--- src/loader_pkg.sv ---
`default_nettype none

package loader_pkg;

	//////////////////////////////
	// Download file indices
	//////////////////////////////

	// Any index with low six bits equal to 1 is a cartridge
	localparam logic [7:0] IDX_CART     = 8'h01;
	localparam logic [7:0] IDX_CART_ALT = 8'h80;
	localparam logic [7:0] IDX_PALETTE  = 8'h03;
	localparam logic [7:0] IDX_CGB_BOOT = 8'h04;
	localparam logic [7:0] IDX_DMG_BOOT = 8'h05;
	localparam logic [7:0] IDX_SGB_BOOT = 8'h06;
	localparam logic [7:0] IDX_CHEAT    = 8'hff;

	//////////////////////////////
	// Boot ROM checksums
	//////////////////////////////

	localparam logic [17:0] CGB_CHECKSUM_MISTER   = 18'h2ce10;
	localparam logic [17:0] CGB_CHECKSUM_ORIGINAL = 18'h2f3ea;

	// Four 24-bit colours plus padding
	localparam logic [127:0] PALETTE_DEFAULT = 128'h828214517356305a5f1a3b4900000000;

	// Word address inside a 512-byte SD block
	localparam int BLOCK_ADDR_W = 8;
	localparam int BK_ADDR_W    = 17;

	//////////////////////////////
	// Types
	//////////////////////////////

	typedef struct packed {
		logic        download;
		logic        wr;
		logic [24:0] addr;
		logic [15:0] dout;
		logic [7:0]  index;
	} dl_stream_t;

	// One flag per file kind, only valid while download is high
	typedef struct packed {
		logic cart;
		logic palette;
		logic cgb_boot;
		logic dmg_boot;
		logic sgb_boot;
		logic cheat;
	} dl_kind_t;

	typedef struct packed {
		logic [31:0] lba;
		logic        rd;
		logic        wr;
	} sd_req_t;

	typedef struct packed {
		logic                    ack;
		logic [BLOCK_ADDR_W-1:0] buff_addr;
		logic [15:0]             buff_dout;
		logic                    buff_wr;
	} sd_rsp_t;

	typedef struct packed {
		logic [31:0] flags;
		logic [31:0] address;
		logic [31:0] compare;
		logic [31:0] replace;
	} cheat_fields_t;

	// Word 7 is the top of flags, word 0 the bottom of replace
	typedef union packed {
		cheat_fields_t    fields;
		logic [7:0][15:0] words;
	} cheat_code_u;

endpackage

`default_nettype wire

--- src/download_decoder.sv ---
`timescale 1ns/1ps
`default_nettype none

module download_decoder import loader_pkg::*; (
	input  wire logic       clk_sys,
	input  wire logic       reset,
	input  wire dl_stream_t dl,
	input  wire logic       bk_loading,
	output dl_kind_t        kind,
	output logic            boot_start,
	output logic            cart_done,
	output logic            core_reset
);

	logic cart_dl;
	logic boot_dl;
	logic cart_dl_q;
	logic boot_dl_q;
	logic core_reset_q;

	//////////////////////////////
	// Index decode
	//////////////////////////////

	always_comb begin
		kind.cart     = dl.download &&
			(dl.index[5:0] == IDX_CART[5:0] || dl.index == IDX_CART_ALT);
		kind.palette  = dl.download && dl.index == IDX_PALETTE;
		kind.cgb_boot = dl.download && dl.index == IDX_CGB_BOOT;
		kind.dmg_boot = dl.download && dl.index == IDX_DMG_BOOT;
		kind.sgb_boot = dl.download && dl.index == IDX_SGB_BOOT;
		kind.cheat    = dl.download && dl.index == IDX_CHEAT;
	end

	assign cart_dl = kind.cart;
	assign boot_dl = kind.cgb_boot | kind.dmg_boot | kind.sgb_boot;

	//////////////////////////////
	// Edges and core reset
	//////////////////////////////

	always_ff @(posedge clk_sys) begin
		if (reset) begin
			cart_dl_q    <= 1'b0;
			boot_dl_q    <= 1'b0;
			core_reset_q <= 1'b1;
		end else begin
			cart_dl_q    <= cart_dl;
			boot_dl_q    <= boot_dl;
			core_reset_q <= cart_dl | boot_dl | bk_loading;
		end
	end

	assign boot_start = boot_dl & ~boot_dl_q;
	assign cart_done  = cart_dl_q & ~cart_dl;

	// Loading also holds the core in its first cycle, before the register catches up
	assign core_reset = core_reset_q | bk_loading;

endmodule

`default_nettype wire

--- src/bootrom_tracker.sv ---
`timescale 1ns/1ps
`default_nettype none

module bootrom_tracker import loader_pkg::*; (
	input  wire logic       clk_sys,
	input  wire logic       reset,
	input  wire logic       cgb_mode,
	input  wire dl_stream_t dl,
	input  wire dl_kind_t   kind,
	input  wire logic       boot_start,
	output logic            fastboot_available,
	output logic            gba_boot_available,
	output logic            real_cgb_boot
);

	logic        custom_cgb;
	logic        custom_dmg;
	logic [17:0] checksum;
	logic        mister_cgb;

	// Sticky custom ROM flags and colour boot ROM checksum
	always_ff @(posedge clk_sys) begin
		if (reset) begin
			custom_cgb <= 1'b0;
			custom_dmg <= 1'b0;
			checksum   <= '0;
		end else begin
			if (kind.cgb_boot)
				custom_cgb <= 1'b1;
			if (kind.dmg_boot)
				custom_dmg <= 1'b1;

			// A new colour download restarts the sum
			if (boot_start && kind.cgb_boot)
				checksum <= '0;
			else if (kind.cgb_boot && dl.wr)
				checksum <= checksum + 18'(dl.dout[15:8]) + 18'(dl.dout[7:0]);
		end
	end

	//////////////////////////////
	// Availability
	//////////////////////////////

	assign real_cgb_boot = checksum == CGB_CHECKSUM_ORIGINAL;
	assign mister_cgb    = checksum == CGB_CHECKSUM_MISTER;

	// GBA mode needs a ROM that knows about it
	assign gba_boot_available = !custom_cgb || real_cgb_boot || mister_cgb;

	// Only the built-in style ROMs support skipping the logo
	assign fastboot_available = !((cgb_mode && custom_cgb && !mister_cgb) ||
		(!cgb_mode && custom_dmg));

endmodule

`default_nettype wire

--- src/aux_file_capture.sv ---
`timescale 1ns/1ps
`default_nettype none

module aux_file_capture import loader_pkg::*; (
	input  wire logic       clk_sys,
	input  wire logic       reset,
	input  wire dl_stream_t dl,
	input  wire dl_kind_t   kind,
	output logic [127:0]    palette,
	output cheat_code_u     cheat_code,
	output logic            cheat_valid
);

	logic       palette_wr;
	logic       cheat_wr;
	logic       cheat_last;
	logic [2:0] word_sel;

	assign palette_wr = kind.palette & dl.wr;

	//////////////////////////////
	// Cheat word decode
	//////////////////////////////

	// Only even byte addresses carry a word
	assign cheat_wr   = kind.cheat & dl.wr & ~dl.addr[0];
	assign cheat_last = cheat_wr && dl.addr[3:1] == 3'd7;

	// Field f at bits 3:2, half at bit 1
	// word index is 2*(3-f)+h
	assign word_sel = {~dl.addr[3:2], dl.addr[1]};

	//////////////////////////////
	// Registers
	//////////////////////////////

	always_ff @(posedge clk_sys) begin
		if (reset) begin
			palette     <= PALETTE_DEFAULT;
			cheat_valid <= 1'b0;
		end else begin
			// Byte swapped so the low byte lands on top
			if (palette_wr)
				palette <= {palette[111:0], dl.dout[7:0], dl.dout[15:8]};
			cheat_valid <= cheat_last;
		end
	end

	always_ff @(posedge clk_sys) begin
		if (cheat_wr)
			cheat_code.words[word_sel] <= dl.dout;
	end

endmodule

`default_nettype wire

--- src/backup_sequencer.sv ---
`timescale 1ns/1ps
`default_nettype none

module backup_sequencer import loader_pkg::*; (
	input  wire logic              clk_sys,
	input  wire logic              reset,
	input  wire dl_kind_t          kind,
	input  wire logic              cart_done,
	input  wire logic              img_mounted,
	input  wire logic              img_readonly,
	input  wire logic [63:0]       img_size,
	input  wire logic              has_save,
	input  wire logic              cram_wr,
	input  wire logic              load_req,
	input  wire logic              save_req,
	input  wire logic [7:0]        ram_mask,
	output sd_req_t                sd_req,
	input  wire sd_rsp_t           sd_rsp,
	output logic [15:0]            sd_buff_din,
	output logic [BK_ADDR_W-1:0]   bk_addr,
	output logic                   bk_wr,
	output logic [15:0]            bk_data,
	input  wire logic [15:0]       bk_q,
	output logic                   bk_loading,
	output logic                   backup_busy,
	output logic                   save_pending
);

	logic cart_dl_q;
	logic load_q;
	logic save_q;
	logic ack_q;
	logic bk_ena;

	logic load_rise;
	logic save_rise;
	logic ack_rise;
	logic ack_fall;
	logic auto_start;
	logic menu_start;
	logic start_load;
	logic last_block;

	assign load_rise  = load_req & ~load_q;
	assign save_rise  = save_req & ~save_q;
	assign ack_rise   = sd_rsp.ack & ~ack_q;
	assign ack_fall   = ack_q & ~sd_rsp.ack;

	assign auto_start = cart_done & (|img_size) & bk_ena;
	assign menu_start = bk_ena & (load_rise | save_rise);
	assign start_load = auto_start | load_rise;
	assign last_block = sd_req.lba[7:0] >= ram_mask;

	//////////////////////////////
	// Backup RAM port
	//////////////////////////////

	assign bk_addr     = BK_ADDR_W'({sd_req.lba[7:0], sd_rsp.buff_addr});
	assign bk_wr       = sd_rsp.buff_wr & sd_rsp.ack;
	assign bk_data     = sd_rsp.buff_dout;
	assign sd_buff_din = bk_q;

	//////////////////////////////
	// Enable and save pending
	//////////////////////////////

	always_ff @(posedge clk_sys) begin
		if (reset) begin
			cart_dl_q    <= 1'b0;
			bk_ena       <= 1'b0;
			save_pending <= 1'b0;
		end else begin
			cart_dl_q <= kind.cart;

			// Save image is mounted by the host while the cart is loading
			if (kind.cart && !cart_dl_q)
				bk_ena <= 1'b0;
			if (kind.cart && img_mounted && !img_readonly)
				bk_ena <= 1'b1;

			if (backup_busy)
				save_pending <= 1'b0;
			else if (cram_wr && has_save && bk_ena)
				save_pending <= 1'b1;
		end
	end

	//////////////////////////////
	// Block walker
	//////////////////////////////

	always_ff @(posedge clk_sys) begin
		if (reset) begin
			load_q      <= 1'b0;
			save_q      <= 1'b0;
			ack_q       <= 1'b0;
			sd_req      <= '0;
			backup_busy <= 1'b0;
			bk_loading  <= 1'b0;
		end else begin
			load_q <= load_req;
			save_q <= save_req;
			ack_q  <= sd_rsp.ack;

			// Request is taken once the card answers
			if (ack_rise) begin
				sd_req.rd <= 1'b0;
				sd_req.wr <= 1'b0;
			end

			if (!backup_busy) begin
				if (auto_start || menu_start) begin
					backup_busy <= 1'b1;
					bk_loading  <= start_load;
					sd_req.lba  <= '0;
					sd_req.rd   <= start_load;
					sd_req.wr   <= ~start_load;
				end
			end else if (ack_fall) begin
				if (last_block) begin
					backup_busy <= 1'b0;
					bk_loading  <= 1'b0;
				end else begin
					// next block, same direction
					sd_req.lba <= sd_req.lba + 32'd1;
					sd_req.rd  <= bk_loading;
					sd_req.wr  <= ~bk_loading;
				end
			end
		end
	end

endmodule

`default_nettype wire

--- src/loader_top.sv ---
`timescale 1ns/1ps
`default_nettype none

module loader_top import loader_pkg::*; (
	input  wire logic            clk_sys,
	input  wire logic            reset,
	input  wire logic            cgb_mode,
	input  wire dl_stream_t      dl,
	input  wire logic            img_mounted,
	input  wire logic            img_readonly,
	input  wire logic [63:0]     img_size,
	input  wire logic            has_save,
	input  wire logic            cram_wr,
	input  wire logic            load_req,
	input  wire logic            save_req,
	input  wire logic [7:0]      ram_mask,
	output sd_req_t              sd_req,
	input  wire sd_rsp_t         sd_rsp,
	output logic [15:0]          sd_buff_din,
	output logic [BK_ADDR_W-1:0] bk_addr,
	output logic                 bk_wr,
	output logic [15:0]          bk_data,
	input  wire logic [15:0]     bk_q,
	output logic                 bk_loading,
	output logic                 backup_busy,
	output logic                 save_pending,
	output logic [127:0]         palette,
	output cheat_code_u          cheat_code,
	output logic                 cheat_valid,
	output logic                 fastboot_available,
	output logic                 gba_boot_available,
	output logic                 real_cgb_boot,
	output logic                 core_reset
);

	dl_kind_t kind;
	logic     boot_start;
	logic     cart_done;

	//////////////////////////////
	// Stream decode
	//////////////////////////////

	download_decoder u_decoder (
		.clk_sys    (clk_sys),
		.reset      (reset),
		.dl         (dl),
		.bk_loading (bk_loading),
		.kind       (kind),
		.boot_start (boot_start),
		.cart_done  (cart_done),
		.core_reset (core_reset)
	);

	bootrom_tracker u_bootrom (
		.clk_sys            (clk_sys),
		.reset              (reset),
		.cgb_mode           (cgb_mode),
		.dl                 (dl),
		.kind               (kind),
		.boot_start         (boot_start),
		.fastboot_available (fastboot_available),
		.gba_boot_available (gba_boot_available),
		.real_cgb_boot      (real_cgb_boot)
	);

	aux_file_capture u_aux (
		.clk_sys     (clk_sys),
		.reset       (reset),
		.dl          (dl),
		.kind        (kind),
		.palette     (palette),
		.cheat_code  (cheat_code),
		.cheat_valid (cheat_valid)
	);

	//////////////////////////////
	// Save RAM transfers
	//////////////////////////////

	backup_sequencer u_backup (
		.clk_sys      (clk_sys),
		.reset        (reset),
		.kind         (kind),
		.cart_done    (cart_done),
		.img_mounted  (img_mounted),
		.img_readonly (img_readonly),
		.img_size     (img_size),
		.has_save     (has_save),
		.cram_wr      (cram_wr),
		.load_req     (load_req),
		.save_req     (save_req),
		.ram_mask     (ram_mask),
		.sd_req       (sd_req),
		.sd_rsp       (sd_rsp),
		.sd_buff_din  (sd_buff_din),
		.bk_addr      (bk_addr),
		.bk_wr        (bk_wr),
		.bk_data      (bk_data),
		.bk_q         (bk_q),
		.bk_loading   (bk_loading),
		.backup_busy  (backup_busy),
		.save_pending (save_pending)
	);

endmodule

`default_nettype wire

--- config.mk ---
export PLATFORM = sky130hd
export DESIGN_NAME = loader_top
export DESIGN_NICKNAME = d
export VERILOG_FILES = /design/src/loader_pkg.sv /design/src/download_decoder.sv /design/src/bootrom_tracker.sv /design/src/aux_file_capture.sv /design/src/backup_sequencer.sv /design/src/loader_top.sv
export SDC_FILE = /design/constraint.sdc
export NUM_CORES = 1
export LEC_CHECK = 0
export BUFFER_PORTS_ARGS = -buffer_cell sky130_fd_sc_hd__buf_2
export CAP_MARGIN = 20
export CORE_AREA = 2 2 202 204
export DETAILED_ROUTE_END_ITERATION = 12
export DIE_AREA = 0 0 204 206
export PLACE_DENSITY = 0.68
export SYNTH_ARGS = -nofsm -noshare
export SYNTH_HDL_FRONTEND = slang
export SYNTH_SLANG_ARGS = --single-unit
--- constraint.sdc ---
create_clock -name clk_sys -period 3.7 [get_ports clk_sys]
set_clock_uncertainty 0.15 [all_clocks]
set_input_delay 0.925 -clock clk_sys [delete_from_list [all_inputs] [get_ports clk_sys]]
set_output_delay 0.925 -clock clk_sys [all_outputs]
set_load 0.005 [all_outputs]
**Word level (Yosys, flattened, before mapping)**

Cells that the tools add are included.

- Bits in registers: 321
- Latch bits: 0
- Memory bits (writable): 0
- Memory bits (read-only): 0
- Input port bits: 174
- Output and inout port bits: 348
- Word-level logic and storage cells: 122
- Memories: 0

- Add/sub/neg operators: 3
- Multiply operators: 0
- Div/mod/pow operators: 0
- Magnitude comparators: 3
- Equality and inequality tests: 13
- Shift operators: 0
- Muxes and demuxes: 18
- Bitwise logic cells: 30
- Reductions and logical operators: 36

Operators with widths:

| cell | count |
|---|---|
| 34-bit two-way mux | 4 |
| 128-bit bitwise mux | 1 |
| 64-bit OR reduction | 1 |
| 16-bit demux with 3-bit select | 1 |
| 18-bit by 8-bit adder with 18-bit output | 2 |
| 18-bit equality test, second input constant | 2 |
| 32-bit by 1-bit adder with 32-bit output, second input constant | 1 |
| 8-bit by 3-bit equality test with 1-bit output, second input constant | 3 |
| 1-bit logical AND | 18 |
| 8-bit equality test, second input constant | 2 |
| 16-bit two-way mux | 1 |
| 1-bit AND | 13 |
| 1-bit two-way mux | 10 |
| 1-bit inverter | 9 |
| 8-bit by 2-bit equality test with 1-bit output, second input constant | 1 |
| 8-bit greater-or-equal comparator | 1 |
| 1-bit OR | 7 |
| 6-bit by 1-bit equality test with 1-bit output, second input constant | 1 |
| 1-bit logical NOT | 6 |
| 2-bit inequality test, second input constant | 3 |
| 3-bit AND reduction | 2 |
| 1-bit logical OR | 5 |
| 3-bit by 4-bit < comparator with 1-bit output, second input constant | 1 |
| 2-bit nonzero test | 2 |
| 5 further kinds | 6 |

**Longest topological paths before layout**

Gate-level depths: netlist of the first run.

- Depth in word-level cells: 11
- Depth in mapped cells: 11
- Depth with buffers taken out: 11

**Cells and area by module**

A second synthesis of the first run with hierarchy kept.

- Cell total of the unflattened synthesis: 1,155
- Area, all modules: 13,414.1 um2

By module, submodules not included:

| module | times used | cells an instance | area an instance (um2) | seq. area each (um2) |
|---|---|---|---|---|
| aux_file_capture | 1 | 614 | 8,909.8 | 6,426.2 |
| backup_sequencer | 1 | 347 | 2,841.5 | 840.8 |
| bootrom_tracker | 1 | 161 | 1,418.9 | 400.4 |
| download_decoder | 1 | 33 | 244.0 | 60.1 |

**Worst setup path before layout of the first run**

No wires, ideal clock.

- Kind: input port to flip-flop
- Start point: input port dl[9] (netlist bit)
- End point: register u_bootrom.checksum[17]
- Setup time: 0.071 ns
- Arrival time: 3.397 ns
- Data required time: 3.479 ns
- Setup slack: 0.082 ns
- Cell stages on the path: 9
- Path buffers: 0
- Cells stage by stage: fa_1 ha_1 fa_1 a211oi_1 o21ai_0 a311oi_1 nor2_1 a31o_2 a21oi_1

- Longest elaborated chain between the ends: 1

Ends and longest elaborated chain:

| element | line | text |
|---|---|---|
| start: declaration | loader_top.sv:8 | `input wire dl_stream_t dl,` |
| 18-bit by 8-bit adder with 18-bit output | bootrom_tracker.sv:37 | `checksum <= checksum + 18'(dl.dout[15:8]) + 18'(dl.dout[7:0]);` |
| end signal: assignment | bootrom_tracker.sv:37 |  |
| end: declaration | bootrom_tracker.sv:18 | `logic [17:0] checksum;` |

No other way between the ends.
A chain may end at the register's enable or synchronous reset.

**Worst setup path after layout of the first run**

- Start point: register u_bootrom.checksum[0]
- End point: output port fastboot_available

- Longest elaborated chain between the ends: 5

Ends and longest elaborated chain:

| element | line | text |
|---|---|---|
| 18-bit equality test | bootrom_tracker.sv:46 | `assign mister_cgb = checksum == CGB_CHECKSUM_MISTER;` |
| 1-bit logical NOT | bootrom_tracker.sv:52 | `assign fastboot_available = !((cgb_mode && custom_cgb && !mister_cgb) \|\|` |
| 1-bit logical AND | bootrom_tracker.sv:52 |  |
| 1-bit logical OR | bootrom_tracker.sv:52 |  |
| 1-bit logical NOT | bootrom_tracker.sv:52 |  |
| end: declaration | loader_top.sv:30 | `output logic fastboot_available,` |

No other way between the ends.

==> flow_summary_export.csv, run 1 <==
group,metric,value,unit
timing,max_freq,282,MHz
critical_path,critical_path_class,"flip-flop to output pin",
synthesis,ys_seq_elements,321,
final_layout,synthToLayoutAreaGrowth,29.6,%
route,vias,10500,
clock_tree,cts.reportedPaths.clkPinSlew,0.06,ns
route,drt_iter0_markers,632,
route,routedWlPerCell,17.6,um
worst_hold_path,hold_class,"flip-flop to flip-flop",
synthesis,synth.avg_cell_area,10.2,um2
synthesis,synth_cell_types,60,
place,hpwlAfterDp,28.3,mm
route,ant_nets,0,
power,ir_drop,0.000273,V
route,routed_via_density,4.83,
global_routing,grt_max_degree,91,
route,dr.pass1.iters,7,
critical_path,startpoint,"u_bootrom.checksum[0]",
synthesis,ys_warn_count,0,
place,gp_congestion,0.859,
critical_path,r2r_cells,10,
timing,slew_viol_final,0,
critical_path,reg2reg_from,"u_bootrom.checksum[1]",
critical_path,cp-end-kind,"output pin",
worst_hold_path,worstHoldStart,"u_aux.palette[123]",
timing,final-setup-viol-count,0,
timing,relSlewSlack,0.562,
synthesis,synth_ff_type,"dfxtp_1",
power,p_total,7.29,mW
floorplanning,ios,522,
synthesis,synth_cells,1229,
synthesis,yosysSeqAreaShare,0.612,
clock_tree,htree_levels,2,
power,p_switching,1.54,mW
power,power_frac_seq,0.504,
clock_tree,clk_latency,0.53,ns
clock_tree,cts-root-buf,"clkbuf_16",
critical_path,ff2ff_setup_slack,0.55,ns
job,cap_violations,0,
final_layout,mostFrequentLayoutCell,"buf_2",
floorplanning,die_height,206,um
final_layout,fin_nets,1826,
global_routing,grt_pass1_vias,9732,
floorplanning,die_x,204,um
power,p_comb_frac,0.038,
clock_tree,clock-sinks,321,
global_routing,grt_overflow,0,
global_routing,grt_pass1_wl,56.9,mm
status,status,"complete, no violations",
route,drc,0,
floorplanning,coreArea,40200,um2
route,wirelength,38.5,mm
timing,setup_tns,0,ns
timing,hold_violations,0,
global_routing,track_usage,0.176,
timing,grt_setup_unrepaired,"no",
synthesis,synth-async-reset-ratio,0,
power,power_density,447,nW/um2
global_routing,antenna_found_initial,1,
place,postPlaceCellArea,15200,um2
worst_hold_path,hold_depth,2,
power,clkPwrFrac,0.457,
critical_path,arrival,2.48,ns
critical_path,path_max_fanout,3,
timing,whs,0.298,ns
clock_tree,cts_hold_buf,0,
critical_path,start_kind,"flip-flop",
clock_tree,numCtsBuffers,34,
final_layout,drive_gt1_frac,0.331,
synthesis,synth_edf_count,128,
final_layout,final_cell_mix,"418 x buf_2, 292 x nand2_1, 192 x dfxtp_1",
floorplanning,row_count,74,
clock_tree,cts_tree,"yes",
timing,worst_pin_slew,0.651,ns
power,leakagePower,6.71,nW
floorplanning,initial_core_util,0.313,
power,p_int,5.75,mW
synthesis,syn_area,12600,um2
final_layout,final_core_util,0.406,
synthesis,synth_nets,1429,
critical_path,crit_required,2.62,ns
power,switching_share,0.212,
timing,post-route-min-period,3.55,ns
final_layout,final_cell_area,16300,um2
clock_tree,clockBufferDepth,3,
floorplanning,dieArea,42000,um2
timing,period_share,0.960,
place,place.port_buffers,419,
-- path summary, 6_finish.rpt --
| kind | endpoint |
|---|---|
| setup / recovery | fastboot_available |
| hold / removal | u_aux.palette[123] |
| setup reg to reg | u_bootrom.checksum[17] |
| hold reg to reg | u_aux.palette[123] |
-- stage by stage --
stage,setup slack (ns),instances
after floorplan,0.0822,1229
after CTS,0.0410,2183
after global routing,0.0181,2183
after detailed placement,-0.0388,2122
after global placement,-0.0687,2122
final,0.149,2184
-- flip-flops by register name, summed over array words and instances (netlist names) --
signal                  cells
u_bootrom.custom_dmg        1
u_backup.sd_req            26
u_backup.cart_dl_q          1
u_backup.backup_busy        1
u_backup.save_q             1
u_decoder.boot_dl_q         1
u_backup.bk_addr            8
u_backup.bk_ena             1
u_backup.ack_q              1
u_aux.cheat_code          128
u_decoder.core_reset_q      1
u_aux.cheat_valid           1
u_backup.bk_loading         1
u_backup.save_pending       1
u_aux.palette             128
u_backup.load_q             1
u_bootrom.checksum         18
u_bootrom.custom_cgb        1
-- synthesized netlist by cell type (all sizes together), types with 7 or more instances --
| master | instances | area (um2) |
|---|---|---|
| nor4 | 29 | 211 |
| nor2 | 67 | 251 |
| nor3 | 19 | 95.1 |
| inv | 28 | 105 |
| a21oi | 107 | 536 |
| nand3 | 59 | 295 |
| o21ai | 16 | 80.1 |
| xnor2 | 13 | 114 |
| a211oi | 10 | 75.1 |
| dfxtp | 193 | 3860 |
| fa | 9 | 180 |
| xor2 | 7 | 61.3 |
| nand4 | 14 | 103 |
| edfxtp | 128 | 3840 |
| nor2b | 7 | 43.8 |
| ha | 17 | 213 |
| nand2b | 8 | 50.1 |
| clkbuf | 55 | 206 |
| buf | 51 | 377 |
| a311oi | 8 | 70.1 |
| a31oi | 8 | 50.1 |
| nand2 | 292 | 1100 |
-- cells by family (layout without fill, tap and decap cells) --
kind of cell	after synthesis	in the layout	synth area share
DFF	321	321	0.612
and+or+nand+nor	537	537	0.195
xor gates and xnor gates	20	20	0.0139
AOI/OAI and AO/OA	182	182	0.0858
other	1	2	0.000298
adders and majority gates	26	26	0.0312
buffers and inverters	134	556	0.0547
muxes	8	8	0.00686
-- power groups by stage --
stage                     Clock, mW  Combinational [mW]  Sequential [mW]
final                          3.34               0.280             3.68
after global routing           3.58               0.310             3.68
after CTS                      3.43               0.281             3.68
after detailed placement          0               0.280             3.76
after global placement            0               0.274             3.75
after floorplan                   0               0.156             3.76
-- routing by layer --
layer	vias to the layer above	part of all wire	routed length (um)	track usage
met3	83	0.089	3420	0.0486
met2	468	0.46	17900	0.287
li1	5033	-	-	-
met1	4957	0.41	16000	0.220
met5	-	0	0	0
met4	0	0.032	1220	0.0712
-- layout make-up --
type / count / area (um2)
antenna: 1 / 2.50
clock buffer: 47 / 920
clock inverter: 14 / 164
fill: 3891 / 23900
inverter: 28 / 105
multi-input combinational: 774 / 4230
sequential: 321 / 7710
tap: 532 / 666
timing repair buffer: 467 / 2520
-- critical path, cell delays in order, from the launching register on --
cell	delay [ns]
dfxtp_1	0.32
or4b_2	0.66
or3_4	0.37
o31a_1	0.35
mux2i_1	0.13
buf_2	0.14
-- timing repair --
item                                    CTS  global route
endpoints found under the setup margin    1             1
gates cloned                              0             0
setup buffers                             0             0
resized for setup                         1             2
pin swaps                                 1             0
(Power assumes the default switching activity.)
==> inputs of run 2 (changes only) <==
CELL_PAD_IN_SITES_DETAIL_PLACEMENT = 0   (was unset)
CELL_PAD_IN_SITES_GLOBAL_PLACEMENT = 1   (was unset)
CORE_AREA = 5 5 205 207   (was 2 2 202 204)
DIE_AREA = 0 0 210 212   (was 0 0 204 206)
PLACE_DENSITY = 0.84   (was 0.68)
==> flow_summary_export.csv, run 2 (same netlist as run 1, synthesis figures left out) <==
group,metric,value,unit
route,routed_via_density,4.79,
critical_path,crit_required,2.62,ns
final_layout,mostFrequentLayoutCell,"buf_2",
power,power_density,450,nW/um2
floorplanning,ios,522,
timing,final-setup-viol-count,0,
critical_path,r2r_cells,10,
timing,slew_viol_final,0,
power,leakagePower,6.69,nW
global_routing,grt_pass1_wl,59.0,mm
worst_hold_path,hold_depth,2,
final_layout,antennaDiodeCount,0,
timing,worst_pin_slew,0.631,ns
timing,max_freq,280,MHz
critical_path,start_kind,"flip-flop",
place,dp.cells,2117,
clock_tree,cts_tree,"yes",
critical_path,cp-end-kind,"output pin",
clock_tree,post_cts_buffers,0,
global_routing,grt_max_degree,123,
critical_path,crit_family,"simple AND/OR/NAND/NOR gates",
critical_path,cp.depth,5,
critical_path,startpoint,"u_bootrom.checksum[0]",
critical_path,crit_buf_inv,1,
clock_tree,htree_levels,2,
floorplanning,row_count,74,
final_layout,instances_no_fill,2178,
timing,relSlewSlack,0.578,
place,place.port_buffers,419,
global_routing,antenna_found_initial,2,
clock_tree,cts.reportedPaths.clkPinSlew,0.06,ns
final_layout,fin_nets,1821,
critical_path,slowest_stage,"or4b_2",
clock_tree,numCtsBuffers,34,
job,cap_violations,0,
critical_path,reg2reg_from,"u_bootrom.checksum[1]",
place,gp_congestion,0.915,
timing,grt_setup_unrepaired,"no",
route,vias,10400,
final_layout,nFillCells,3910,
power,p_total,7.33,mW
place,hpwlAfterDp,29.5,mm
worst_hold_path,worstHoldStart,"u_aux.palette[123]",
timing,post-route-min-period,3.57,ns
global_routing,track_usage,0.170,
final_layout,synthToLayoutAreaGrowth,29.5,%
floorplanning,dieArea,44500,um2
clock_tree,clk_latency,0.53,ns
critical_path,slowest_delay,0.67,ns
clock_tree,clock-sinks,321,
route,wirelength,40.0,mm
status,status,"complete, no violations",
floorplanning,coreArea,40200,um2
global_routing,grt_pass1_vias,9675,
critical_path,path_max_fanout,3,
critical_path,critical_path_class,"flip-flop to output pin",
critical_path,arrival,2.49,ns
clock_tree,cts-root-buf,"clkbuf_16",
route,ant_nets,0,
route,dr.pass1.iters,5,
worst_hold_path,hold_class,"flip-flop to flip-flop",
final_layout,final_cell_mix,"418 x buf_2, 292 x nand2_1, 193 x dfxtp_1",
power,ir_drop,0.000294,V
final_layout,drive_gt1_frac,0.330,
floorplanning,initial_core_util,0.313,
global_routing,grt_overflow,0,
critical_path,path_cells,"or4b_2 > or3_4 > nor4_4 > nand2b_1 > buf_2",
route,routedWlPerCell,18.4,um
floorplanning,die_height,212,um
timing,period_share,0.964,
clock_tree,clockBufferDepth,3,
route,drt_iter0_markers,603,
route,drc,0,
timing,hold_violations,0,
floorplanning,die_x,210,um
-- run 2: final cells by class --
cell class                      count  area (um2)  area share
Timing Repair Buffer              462        2470       0.152
Sequential cell                   321        7710       0.473
Clock buffer                       47         930      0.0571
Clock inverter                     14         175      0.0108
Inverter                           28         105     0.00645
Multi-Input combinational cell    774        4240       0.260
Tap cell                          532         666      0.0409
-- run 2: report_power, final --
group / internal (mW) / switching (mW)
clock network: 1.99 / 1.39
logic: 0.111 / 0.170
registers: 3.68 / 0.00250
-- run 2: stage by stage --
step | TNS, ns | util | hold WS (ns) | cell area (um2) | worst slack, ns
after floorplan | 0 | - | 0.286 | 12600 | 0.0822
after CTS | 0 | 0.405 | 0.298 | 16300 | 0.0318
after global placement | -0.211 | 0.377 | 0.287 | 15200 | -0.106
after global routing | 0 | 0.405 | 0.313 | 16300 | 0.0361
final | 0 | 0.405 | 0.298 | 16300 | 0.134
after detailed placement | -0.272 | 0.377 | 0.292 | 15200 | -0.107
-- run 2: path summary, 6_finish.rpt --
kind	end	slack, ns
worst min-delay path	u_aux.palette[123]	0.30
worst max register to register	u_bootrom.checksum[17]	0.48
worst min register to register	u_aux.palette[123]	0.30
worst max-delay path	gba_boot_available	0.13
-- run 2: metal layers --
| layer | vias to the layer above | GRT usage | wire length [um] |
|---|---|---|---|
| li1 | 5023 | - | - |
| met4 | 2 | 0.0482 | 986 |
| met1 | 4845 | 0.229 | 17100 |
| met5 | - | 0 | 7 |
| met2 | 486 | 0.264 | 18000 |
| met3 | 71 | 0.0540 | 3920 |
-- run 2: tightest hold or removal path, stage by stage (launching register included) --
cell and delay, ns:
dfxtp_1 0.31, nand2_1 0.05, a21oi_1 0.05
-- run 2: what timing repair did --
action | 4_1_cts | 5_1_grt
pin swaps | 0 | 1
cloned | 0 | 0
hold buffers | 0 | 0
endpoints found under the setup margin | 2 | 1
resized for setup | 2 | 1
